<file path="config.mk">
export PLATFORM = sky130hd
export DESIGN_NAME = dual_issue_core
export DESIGN_NICKNAME = d
export VERILOG_FILES = /design/src/core_pkg.sv /design/src/dual_issue_core.sv /design/src/alu_lane.sv /design/src/issue_unit.sv /design/src/regfile.sv /design/src/decode_unit.sv /design/src/pipe_reg.sv
export VERILOG_INCLUDE_DIRS = /design/src
export SDC_FILE = /design/constraint.sdc
export NUM_CORES = 2
export LEC_CHECK = 0
export BUFFER_PORTS_ARGS = -buffer_cell sky130_fd_sc_hd__buf_2
export CORE_ASPECT_RATIO = 0.75
export CORE_MARGIN = 1.5
export CORE_UTILIZATION = 30
export CTS_CLUSTER_DIAMETER = 80
export DETAILED_ROUTE_END_ITERATION = 12
export PLACE_DENSITY = 0.45
export SYNTH_ARGS = -nofsm -noshare
export SYNTH_HDL_FRONTEND = slang
export SYNTH_HIERARCHICAL = 1
export SYNTH_SLANG_ARGS = --single-unit
</file>
<file path="constraint.sdc">
create_clock -name clk -period 6 [get_ports clk]
set_input_delay 1.2 -clock clk [delete_from_list [all_inputs] [get_ports clk]]
set_output_delay 1.2 -clock clk [all_outputs]
set_load 0.02 [all_outputs]
</file>
<file path="src/core_config.svh">
`ifndef CORE_CONFIG_SVH
`define CORE_CONFIG_SVH

// data and instruction width
`define XLEN 32

// architectural registers, r0 reads as zero
`define REG_COUNT 32

// instructions per fetched pair
`define LANES 2

`endif
</file>
<file path="src/core_pkg.sv">
`include "core_config.svh"

package core_pkg;

    typedef logic [`XLEN-1:0] word_t;
    typedef logic [$clog2(`REG_COUNT)-1:0] reg_addr_t;

    typedef enum logic [2:0] {
        OP_ADD,
        OP_SUB,
        OP_AND,
        OP_OR,
        OP_XOR,
        OP_SLT,
        OP_SLL,
        OP_LUI
    } alu_op_t;

    // primary opcodes
    localparam logic [5:0] OPC_SPECIAL = 6'h00;
    localparam logic [5:0] OPC_ADDIU   = 6'h09;
    localparam logic [5:0] OPC_ORI     = 6'h0d;
    localparam logic [5:0] OPC_LUI     = 6'h0f;

    // funct codes under SPECIAL
    localparam logic [5:0] FN_SLL  = 6'h00;
    localparam logic [5:0] FN_ADDU = 6'h21;
    localparam logic [5:0] FN_SUBU = 6'h23;
    localparam logic [5:0] FN_AND  = 6'h24;
    localparam logic [5:0] FN_OR   = 6'h25;
    localparam logic [5:0] FN_XOR  = 6'h26;
    localparam logic [5:0] FN_SLT  = 6'h2a;

    // lane 0 holds the older instruction
    typedef struct packed {
        word_t [`LANES-1:0] instr;
    } fetch_pair_t;

    typedef struct packed {
        logic      valid;
        alu_op_t   op;
        reg_addr_t rs;
        reg_addr_t rt;
        reg_addr_t rd;
        logic      writes;
        logic      use_imm;
        word_t     imm;
        logic [4:0] shamt;
    } decoded_t;

    typedef struct packed {
        decoded_t [`LANES-1:0] lane;
    } decoded_pair_t;

    typedef struct packed {
        logic      valid;
        alu_op_t   op;
        reg_addr_t rd;
        logic      writes;
        word_t     src_a;
        word_t     src_b;
    } issued_t;

    typedef struct packed {
        issued_t [`LANES-1:0] lane;
    } issued_pair_t;

    typedef struct packed {
        logic      valid;
        reg_addr_t rd;
        logic      writes;
        word_t     data;
    } result_t;

    typedef struct packed {
        result_t [`LANES-1:0] lane;
    } result_pair_t;

endpackage

</file>
<file path="src/dual_issue_core.sv">
`timescale 1ns/1ps
`include "core_config.svh"

module dual_issue_core
    import core_pkg::*;
(
    input  logic         clk,
    input  logic         resetn,
    input  logic         in_valid,
    output logic         in_ready,
    input  fetch_pair_t  in_pair,
    output result_pair_t commit
);

    decoded_pair_t            dec_next;
    decoded_pair_t            dec_q;
    issued_pair_t             iss_next;
    issued_pair_t             ex_q;
    result_pair_t             ex_res;
    result_pair_t             wb_q;
    reg_addr_t [2*`LANES-1:0] rf_addr;
    word_t     [2*`LANES-1:0] rf_data;
    logic                     hold;

    assign in_ready = ~hold;
    assign commit   = wb_q;

    decode_unit i_decode_unit (
        .pair    (in_pair),
        .decoded (dec_next)
    );

    // held during a split, bubble when nothing transfers
    pipe_reg #(.T(decoded_pair_t)) i_decode_reg (
        .clk,
        .resetn,
        .en    (~hold),
        .flush (~hold & ~in_valid),
        .d     (dec_next),
        .q     (dec_q)
    );

    regfile i_regfile (
        .clk,
        .resetn,
        .ra (rf_addr),
        .rd (rf_data),
        .wr (wb_q)
    );

    issue_unit i_issue_unit (
        .clk,
        .resetn,
        .decoded (dec_q),
        .rf_addr (rf_addr),
        .rf_data (rf_data),
        .ex_fwd  (ex_res),
        .wb_fwd  (wb_q),
        .issued  (iss_next),
        .hold    (hold)
    );

    pipe_reg #(.T(issued_pair_t)) i_execute_reg (
        .clk,
        .resetn,
        .en    (1'b1),
        .flush (1'b0),
        .d     (iss_next),
        .q     (ex_q)
    );

    for (genvar i = 0; i < `LANES; i++) begin : g_lane
        alu_lane i_alu_lane (
            .lane_in  (ex_q.lane[i]),
            .lane_out (ex_res.lane[i])
        );
    end

    // no back-pressure from commit
    pipe_reg #(.T(result_pair_t)) i_writeback_reg (
        .clk,
        .resetn,
        .en    (1'b1),
        .flush (1'b0),
        .d     (ex_res),
        .q     (wb_q)
    );

endmodule

</file>
<file path="src/alu_lane.sv">
`timescale 1ns/1ps
`include "core_config.svh"

module alu_lane
    import core_pkg::*;
(
    input  issued_t lane_in,
    output result_t lane_out
);

    word_t a;
    word_t b;
    word_t res;

    assign a = lane_in.src_a;
    assign b = lane_in.src_b;

    always_comb begin
        res = '0;
        case (lane_in.op)
            OP_ADD: res = a + b;
            OP_SUB: res = a - b;
            OP_AND: res = a & b;
            OP_OR:  res = a | b;
            OP_XOR: res = a ^ b;
            // signed compare
            OP_SLT: res = word_t'($signed(a) < $signed(b));
            OP_SLL: res = b << a[$clog2(`XLEN)-1:0];
            OP_LUI: res = {b[`XLEN/2-1:0], {(`XLEN/2){1'b0}}};
        endcase
    end

    assign lane_out.valid  = lane_in.valid;
    assign lane_out.rd     = lane_in.rd;
    assign lane_out.writes = lane_in.writes;
    assign lane_out.data   = res;

endmodule

</file>
<file path="src/issue_unit.sv">
`timescale 1ns/1ps
`include "core_config.svh"

module issue_unit
    import core_pkg::*;
(
    input  logic                     clk,
    input  logic                     resetn,
    input  decoded_pair_t            decoded,
    output reg_addr_t [2*`LANES-1:0] rf_addr,
    input  word_t     [2*`LANES-1:0] rf_data,
    input  result_pair_t             ex_fwd,
    input  result_pair_t             wb_fwd,
    output issued_pair_t             issued,
    output logic                     hold
);

    logic              second_half;
    logic              dep;
    logic [`LANES-1:0] issue_en;

    function automatic logic hits(input result_t r, input reg_addr_t a);
        return r.valid && r.writes && (r.rd == a);
    endfunction

    // lowest priority first, later matches override
    function automatic word_t resolve(input reg_addr_t a, input word_t rf_val,
                                      input result_pair_t ex, input result_pair_t wb);
        word_t v;
        v = rf_val;
        for (int i = 0; i < `LANES; i++) begin
            if (hits(wb.lane[i], a)) begin
                v = wb.lane[i].data;
            end
        end
        for (int i = 0; i < `LANES; i++) begin
            if (hits(ex.lane[i], a)) begin
                v = ex.lane[i].data;
            end
        end
        return v;
    endfunction

    // younger lane reads what the older lane writes
    assign dep = decoded.lane[0].valid && decoded.lane[0].writes && decoded.lane[1].valid
               && ((decoded.lane[1].rs == decoded.lane[0].rd)
                   || (!decoded.lane[1].use_imm && decoded.lane[1].rt == decoded.lane[0].rd));

    assign hold        = dep && !second_half;
    assign issue_en[0] = !second_half;
    assign issue_en[1] = second_half || !dep;

    always_ff @(posedge clk) begin
        if (resetn) begin
            second_half <= 1'b0;
        end else begin
            second_half <= hold;
        end
    end

    always_comb begin
        for (int i = 0; i < `LANES; i++) begin
            rf_addr[2*i]   = decoded.lane[i].rs;
            rf_addr[2*i+1] = decoded.lane[i].rt;
        end
    end

    always_comb begin
        for (int i = 0; i < `LANES; i++) begin
            issued.lane[i] = '0;
            if (issue_en[i] && decoded.lane[i].valid) begin
                issued.lane[i].valid  = 1'b1;
                issued.lane[i].op     = decoded.lane[i].op;
                issued.lane[i].rd     = decoded.lane[i].rd;
                issued.lane[i].writes = decoded.lane[i].writes;
                issued.lane[i].src_a  = resolve(decoded.lane[i].rs, rf_data[2*i],
                                                ex_fwd, wb_fwd);
                if (decoded.lane[i].use_imm) begin
                    issued.lane[i].src_b = decoded.lane[i].imm;
                end else begin
                    issued.lane[i].src_b = resolve(decoded.lane[i].rt, rf_data[2*i+1],
                                                   ex_fwd, wb_fwd);
                end
                // sll takes its shift amount on the a side
                if (decoded.lane[i].op == OP_SLL) begin
                    issued.lane[i].src_a = word_t'(decoded.lane[i].shamt);
                end
            end
        end
    end

endmodule

</file>
<file path="src/regfile.sv">
`timescale 1ns/1ps
`include "core_config.svh"

module regfile
    import core_pkg::*;
(
    input  logic                     clk,
    input  logic                     resetn,
    input  reg_addr_t [2*`LANES-1:0] ra,
    output word_t     [2*`LANES-1:0] rd,
    input  result_pair_t             wr
);

    // r0 has no storage
    word_t regs [1:`REG_COUNT-1];

    always_ff @(posedge clk) begin
        if (resetn) begin
            for (int r = 1; r < `REG_COUNT; r++) begin
                regs[r] <= '0;
            end
        end else begin
            // higher lane applied last, wins a clash
            for (int i = 0; i < `LANES; i++) begin
                if (wr.lane[i].valid && wr.lane[i].writes && wr.lane[i].rd != '0) begin
                    regs[wr.lane[i].rd] <= wr.lane[i].data;
                end
            end
        end
    end

    always_comb begin
        for (int p = 0; p < 2*`LANES; p++) begin
            rd[p] = (ra[p] == '0) ? '0 : regs[ra[p]];
        end
    end

endmodule

</file>
<file path="src/decode_unit.sv">
`timescale 1ns/1ps
`include "core_config.svh"

module decode_unit
    import core_pkg::*;
(
    input  fetch_pair_t   pair,
    output decoded_pair_t decoded
);

    function automatic decoded_t decode_one(input word_t instr);
        decoded_t   d;
        logic [5:0] opcode;
        logic [5:0] funct;
        logic       supported;
        opcode    = instr[31:26];
        funct     = instr[5:0];
        supported = 1'b1;
        d         = '0;
        d.valid   = 1'b1;
        d.rs      = instr[25:21];
        d.rt      = instr[20:16];
        d.shamt   = instr[10:6];
        if (opcode == OPC_SPECIAL) begin
            d.rd = instr[15:11];
            case (funct)
                FN_ADDU: d.op = OP_ADD;
                FN_SUBU: d.op = OP_SUB;
                FN_AND:  d.op = OP_AND;
                FN_OR:   d.op = OP_OR;
                FN_XOR:  d.op = OP_XOR;
                FN_SLT:  d.op = OP_SLT;
                FN_SLL: begin
                    // shifts rt only, rs is not a source
                    d.op = OP_SLL;
                    d.rs = '0;
                end
                default: supported = 1'b0;
            endcase
        end else begin
            d.rd      = instr[20:16];
            d.use_imm = 1'b1;
            case (opcode)
                OPC_ADDIU: begin
                    d.op  = OP_ADD;
                    d.imm = {{(`XLEN-16){instr[15]}}, instr[15:0]};
                end
                OPC_ORI: begin
                    d.op  = OP_OR;
                    d.imm = {{(`XLEN-16){1'b0}}, instr[15:0]};
                end
                OPC_LUI: begin
                    d.op  = OP_LUI;
                    d.rs  = '0;
                    d.imm = {{(`XLEN-16){1'b0}}, instr[15:0]};
                end
                default: supported = 1'b0;
            endcase
        end
        // unsupported encodings read nothing, so they never cause a split
        if (!supported) begin
            d.rs      = '0;
            d.rt      = '0;
            d.use_imm = 1'b1;
        end
        d.writes = supported && (d.rd != '0);
        return d;
    endfunction

    always_comb begin
        for (int i = 0; i < `LANES; i++) begin
            decoded.lane[i] = decode_one(pair.instr[i]);
        end
    end

endmodule

</file>
<file path="src/pipe_reg.sv">
`timescale 1ns/1ps

module pipe_reg #(
    parameter type T = logic
) (
    input  logic clk,
    input  logic resetn,
    input  logic en,
    input  logic flush,
    input  T     d,
    output T     q
);

    // all-zero clears every valid bit in the payload
    always_ff @(posedge clk) begin
        if (resetn || flush) begin
            q <= '0;
        end else if (en) begin
            q <= d;
        end
    end

endmodule

</file>
==> Word level (Yosys, flattened, before mapping) <==
Memories as Yosys holds them, arrays and structs flattened. A register that Yosys moved wholly into a read port is not among the register bits.
Cells that the tools add are included.
{ "classes": {"eq_ne": 52, "reduce_logical": 63, "magnitude_cmp": 2, "muxes": 76, "n_shift": 2, "n_addsub": 4, "bitwise": 11} }
{ "ops": {"columns": ["operator", "count"], "rows": [
  ["2-to-1 mux 32 bit", 26],
  ["case mux 32 bit (8 select lines)", 2],
  ["2-to-1 mux 74 bit", 2],
  ["case mux 32 bit (2 select lines)", 2],
  ["== test 5 bit", 18],
  ["2-to-1 mux 5 bit", 16],
  ["== test 6 bit (second input constant)", 12],
  ["2-to-1 mux 33 bit", 2],
  ["adder 32 bit", 2],
  ["bitwise AND 32 bit", 2],
  ["< comparator 32 bit", 2],
  ["bitwise OR 32 bit", 2],
  ["OR reduction 32 bit", 2],
  ["left shift 32 x 5 -> 32 bit", 2],
  ["subtractor 32 bit", 2],
  ["bitwise XOR 32 bit", 2],
  ["== test 6 x 4 -> 1 bit (second input constant)", 6],
  ["case mux 3 bit (6 select lines)", 2],
  ["logical AND 1 bit", 31],
  ["== test 3 bit (second input constant)", 10],
  ["zero test 6 bit", 4],
  ["zero test 5 bit", 4],
  ["2-to-1 mux 10 bit", 2],
  ["nonzero test 5 bit", 4],
  ["13 further kinds", 51]
]} }
{ "word_totals": {"ramBits": 992, "memories": 1, "word_cells": 251, "in_bits": 67, "regBits": 342, "out_inout_bits": 79} }
{ "mem_list": {"columns": ["memory", "depth", "word_bits", "rd", "rd_clocked_by_memory_dff", "write_ports", "line_no", "text"], "rows": [
  ["i_regfile.regs", 31, 32, 4, 4, 31, "regfile.sv:15", "word_t regs [1:`REG_COUNT-1];"]
]} }

==> Longest topological paths before layout <==
{ "depth": {"ltp_word": 9, "ltp_mapped": 21, "mapped_depth_nobuf": 18} }

==> By module <==
Netlist, hierarchy kept.
{ "modules_own_cells": {"columns": ["module", "area_each_um2", "n_inst", "cells_each", "seq_area_each_um2"], "rows": [
  ["regfile", 74845.5, 1, 5262, 30749.5],
  ["issue_unit", 8484.4, 1, 1281, 20.0],
  ["alu_lane at g_lane[0].i_alu_lane", 6774.0, 1, 1017, 0.0],
  ["alu_lane at g_lane[1].i_alu_lane", 6676.4, 1, 998, 0.0],
  ["pipe_reg at i_execute_reg", 5358.9, 1, 479, 2962.8],
  ["pipe_reg at i_decode_reg", 4117.7, 1, 375, 2322.2],
  ["pipe_reg at i_writeback_reg", 2768.9, 1, 253, 1561.5],
  ["decode_unit", 1427.6, 1, 210, 0.0],
  ["dual_issue_core", 15.0, 1, 4, 0.0]
]} }

==> Least setup slack after synthesis <==
OpenSTA, ideal clock, no wires.
{ "synth_timing": {"kind": "register to register", "from": "register i_execute_reg/q[108] in the netlist's numbering", "to": "register i_execute_reg/q[28] in the netlist's numbering", "path_buffers": 4, "arrival_ps": 4514, "path_stages_with_launch": 20, "path_slack_ps": 1422, "setup_time_ps": 64, "path_cell_list": "dfxtp_1 > inv_1 > clkbuf_1 > clkbuf_1 > buf_1 > ha_1 > buf_2 > o21bai_1 > a221oi_1 > o21ai_0 > o22ai_1 > o21a_1 > o31ai_4 > a21boi_0 > o211a_1 > o21ai_0 > o221ai_1 > o32ai_1 > mux2i_1 > nor2_1"} }
{ "synth_rtl": {"columns": ["element", "line_no", "text"], "rows": [
  ["from (decl)", "pipe_reg.sv:11", "output T q"],
  ["from (signal assigned)", "pipe_reg.sv:17", "q <= '0;"],
  ["from (signal assigned)", "pipe_reg.sv:19", "q <= d;"]
]} }

==> results.md <==
- Detailed-routed wire length on met2: 257,000 um
- Pin count of the biggest net entering global routing: 149
- Growth of design area from synthesis to finish: 12.5%
- Arrival time at the worst endpoint: 6870 ps
- Port Buffers: 145
- Max-slew violation count: 27
- Number of instances in the synthesized netlist: 9,879
- Number of buffers created by CTS: 173
- Root buf cell: clkbuf_16
- Crit path required time: 6780 ps
- Minimum hold slack: 494 ps
- Vias after detailed routing: 105,662
- Violated checks: capacitance limit, slew limit, setup timing
- Clk network pwr share: 0.467
- Static Leak: 42.4 nW
- CORE AREA: 366,000 sq um
- Site Rows: 192
- Dominant combinational cell family by area after synthesis: multiplexers
- Post-DRT Antenna Nets: 0
- Post-CTS Hold Fix Bufs: 0
- Hold Path Class: register to register
- Maximum buffer depth of the clock tree: 4
- Final min period: 6090 ps
- Dpl hpwl: 486,000 um
- Leftover overflow at the end of global routing: 0
- Clock net sink count: 1,367
- WS Path Type: register to register
- Maximum ir drop on the vdd rail: 0.000190 V
- I/O Pins: 146
- Width of the chip: 704 um
- Detail Route met3 WL: 109,000 um
- Maximum fanout encountered on the critical timing path: 25
- Clock Pin Slew Worst Setup and Hold Paths: 70 ps
- Result of the run: complete, but fails checks
- Actual slew at the worst max-slew pin: 1640 ps
- Most area-consuming cells after synthesis: edfxtp_1 28%, mux4_2 19%, a22o_1 8.5%
- Setup violations, final: 1
- Most frequent cells in the layout: 1,069 x a22o_1, 1,024 x edfxtp_1, 924 x mux4_2, 705 x buf_4, 677 x mux2i_1
- Final cell utilization of the core: 0.340
- Final period util: 1.02
- Power density of the placed cells: 190 nW/um^2
- Fraction of post-synthesis cell area in the top cell type by area: 0.278
- Setup crit end kind: register
- DR pass1 iterations: 7
- Setup crit start kind: register
- Fin nets: 9,938
- Fraction of synthesized cell area in xor and xnor cells: 0.00967
- Top routing layer in use: met5
- Yosys reg bits: 1,367
- Global-route wire length before repair: 900,000 um
- Most used flip-flop cell after synthesis: edfxtp_1
- Antenna violations before repair: 98
- Switch share: 0.265
- Post-synthesis cell type count: 114
- Commonest non-fill, non-tap cell in the layout: a22o_1
- TritonCTS clock tree: yes
- Post-synthesis async set-or-reset flop share: 0
- Overall die area: 372,000 sq um
- Compound-Gate Fraction of Synth Area: 0.218
- Synthesized-area fraction occupied by adder cells: 0.0225
- Combinational fraction of design power: 0.075
- Final weighted congestion in routability-driven placement: 1.04
- Resized cells post-CTS: 0
- Post-CTS setup buffers: 0
- Instance area at placement: 119,000 sq um
- Simple-gate portion of the synthesized area: 0.0784
- Total Power Consumption: 23.6 mW
- Final worst clock skew: 68.9 ps
- Finished layout cell area: 124,000 sq um
- Number of synthesized flops with an enable pin: 1,024
- CP top delay family: compound AO/OA/AOI/OAI gates
- Fill cells: 36,297
- Fmax: 164 MHz
- Drc violations: 0
- Unrepaired setup endpoints after global routing: no
- Vias in the first global route: 95,135
- Fraction of final layout cells with drive strength greater than 1: 0.262
- Critical path's slowest cell: o311ai_1
- Sequential area share after synthesis: 0.341
- Slack of the critical path: -94.1 ps
- Worst-path cell chain: buf_4 > mux4_2 > mux2_2 > o21ai_0 > a311oi_1 > a21boi_0 > o311ai_1 > a211oi_1 > mux2i_1 > nor2_1
- Clock latency at the later pin of the worst-skew pair: 920 ps
- Level count of the clock H-tree: 4
- Combined global-route utilization of all metal layers: 0.354
- Share of total power in sequential cells: 0.458
- Met1 WL: 279,000 um
- Net load switching power: 6.26 mW
- Multiplexer share of the synthesized area: 0.266
- Synthesized area per cell: 11.2 sq um
- Post-detailed-route wirelength per cell: 46.6 um
- Detailed-route vias per instance: 7.18
- Hold Fails Final Rpt: 0
- Mapped cell area: 110,000 sq um
- Initial Utilization: 0.302
- Aggregate routed wire length: 686,000 um
- Total Neg Setup Slack: -94.1 ps
- Buf/Inv on CP: 1
- Number of DRC markers in iteration 0: 20,024
- Die span in y: 529 um
- Number of max-cap violations: 9
- Largest incremental delay on the critical path: 1150 ps
- Ys Warns: 6
- Library cell occupying the most area in the post-synthesis netlist: edfxtp_1
- Internal power summed over all cells: 17.4 mW
- Relative slew slack: -0.101
cells in the mapped netlist, drive strengths merged, types with 46 or more instances:
master,n
nand2,262
nor2b,160
nand3b,72
xnor2,46
a221oi,138
o22ai,66
dfxtp,343
and3,92
a21o,47
a31oi,57
clkbuf,739
a22o,1069
and2,62
nand3,72
o21ai,429
nor3,157
mux4,929
buf,590
nor2,636
a211oi,275
o311ai,67
xor2,76
inv,230
edfxtp,1024
a311oi,137
ha,192
a21oi,329
a21boi,101
mux2i,677
a22oi,145
or3,48
mux2,148
state kept, by name, summed over array words and instances, names as in the netlist:
register	cells
i_regfile/regs	1024
i_execute_reg/q	148
i_decode_reg/q	116
i_writeback_reg/q	78
i_issue_unit/second_half	1
area by class of cell:
type	count	area, sq um	share of cell area
Antenna cell	54	135	0.00109
Clock inverter	82	842	0.00677
Sequential cell	1367	37800	0.304
Tap cell	4850	6070	0.0488
Timing Repair Buffer	916	7330	0.0590
Clock buffer	221	4770	0.0384
Inverter	233	890	0.00716
Multi-Input combinational cell	6984	66500	0.535
worst register-to-register path, cell delays in order (launching register included):
cell and delay (ps):
dfxtp_4 900, buf_4 590, mux4_2 560, mux2_2 290, o21ai_0 1050, a311oi_1 310
a21boi_0 250, o311ai_1 1150, a211oi_1 480, mux2i_1 280, nor2_1 120
power by group through the flow:
stage | Clock, mW | Combinational [mW] | Sequential, mW
detailed placement | 0 | 1.66 | 11.0
floorplan | 0 | 1.02 | 10.8
global route | 11.4 | 1.78 | 10.8
finish | 11.0 | 1.78 | 10.8
CTS | 11.1 | 1.67 | 10.8
global placement | 0 | 1.66 | 11.0
routing by layer:
layer | vias to the layer above | global-route usage
li1 | 39338 | -
met1 | 54691 | 0.496
met2 | 9983 | 0.453
met3 | 1600 | 0.158
met4 | 50 | 0.173
met5 | - | 0.0114
worst paths after layout:
| kind | cells past startpoint | endpoint | slack, ps | startpoint |
|---|---|---|---|---|
| worst min register to register | 2 | i_decode_reg/q[28]$_SDFFE_PP0P_ | 490 | i_decode_reg/q[28]$_SDFFE_PP0P_ |
| worst max register to register | 10 | i_execute_reg/q[86]$_SDFFE_PP0P_ | -90 | i_decode_reg/q[103]$_SDFFE_PP0P_ |
| worst min-delay path | 2 | i_decode_reg/q[28]$_SDFFE_PP0P_ | 490 | i_decode_reg/q[28]$_SDFFE_PP0P_ |
| worst max-delay path | 10 | i_execute_reg/q[86]$_SDFFE_PP0P_ | -90 | i_decode_reg/q[103]$_SDFFE_PP0P_ |
per-stage QoR:
stage	worst slack (ps)	std cells
2_1_floorplan	1420	9913
3_3_place_gp	6.31	14347
3_5_place_dp	383	14349
4_1_cts	335	14652
5_1_grt	110	14665
6_report	-94.1	14707
cells by family after synthesis:
group / count (synthesis)
buffers and inverters: 1562
AND/OR/NAND/NOR: 1694
flip-flops: 1367
multiplexers: 1754
adder cells (fa/ha/maj): 196
AO/OA/AOI/OAI: 3180
other: 4
XOR/XNOR: 122
No activity file was read; power rests on OpenSTA's default activity.
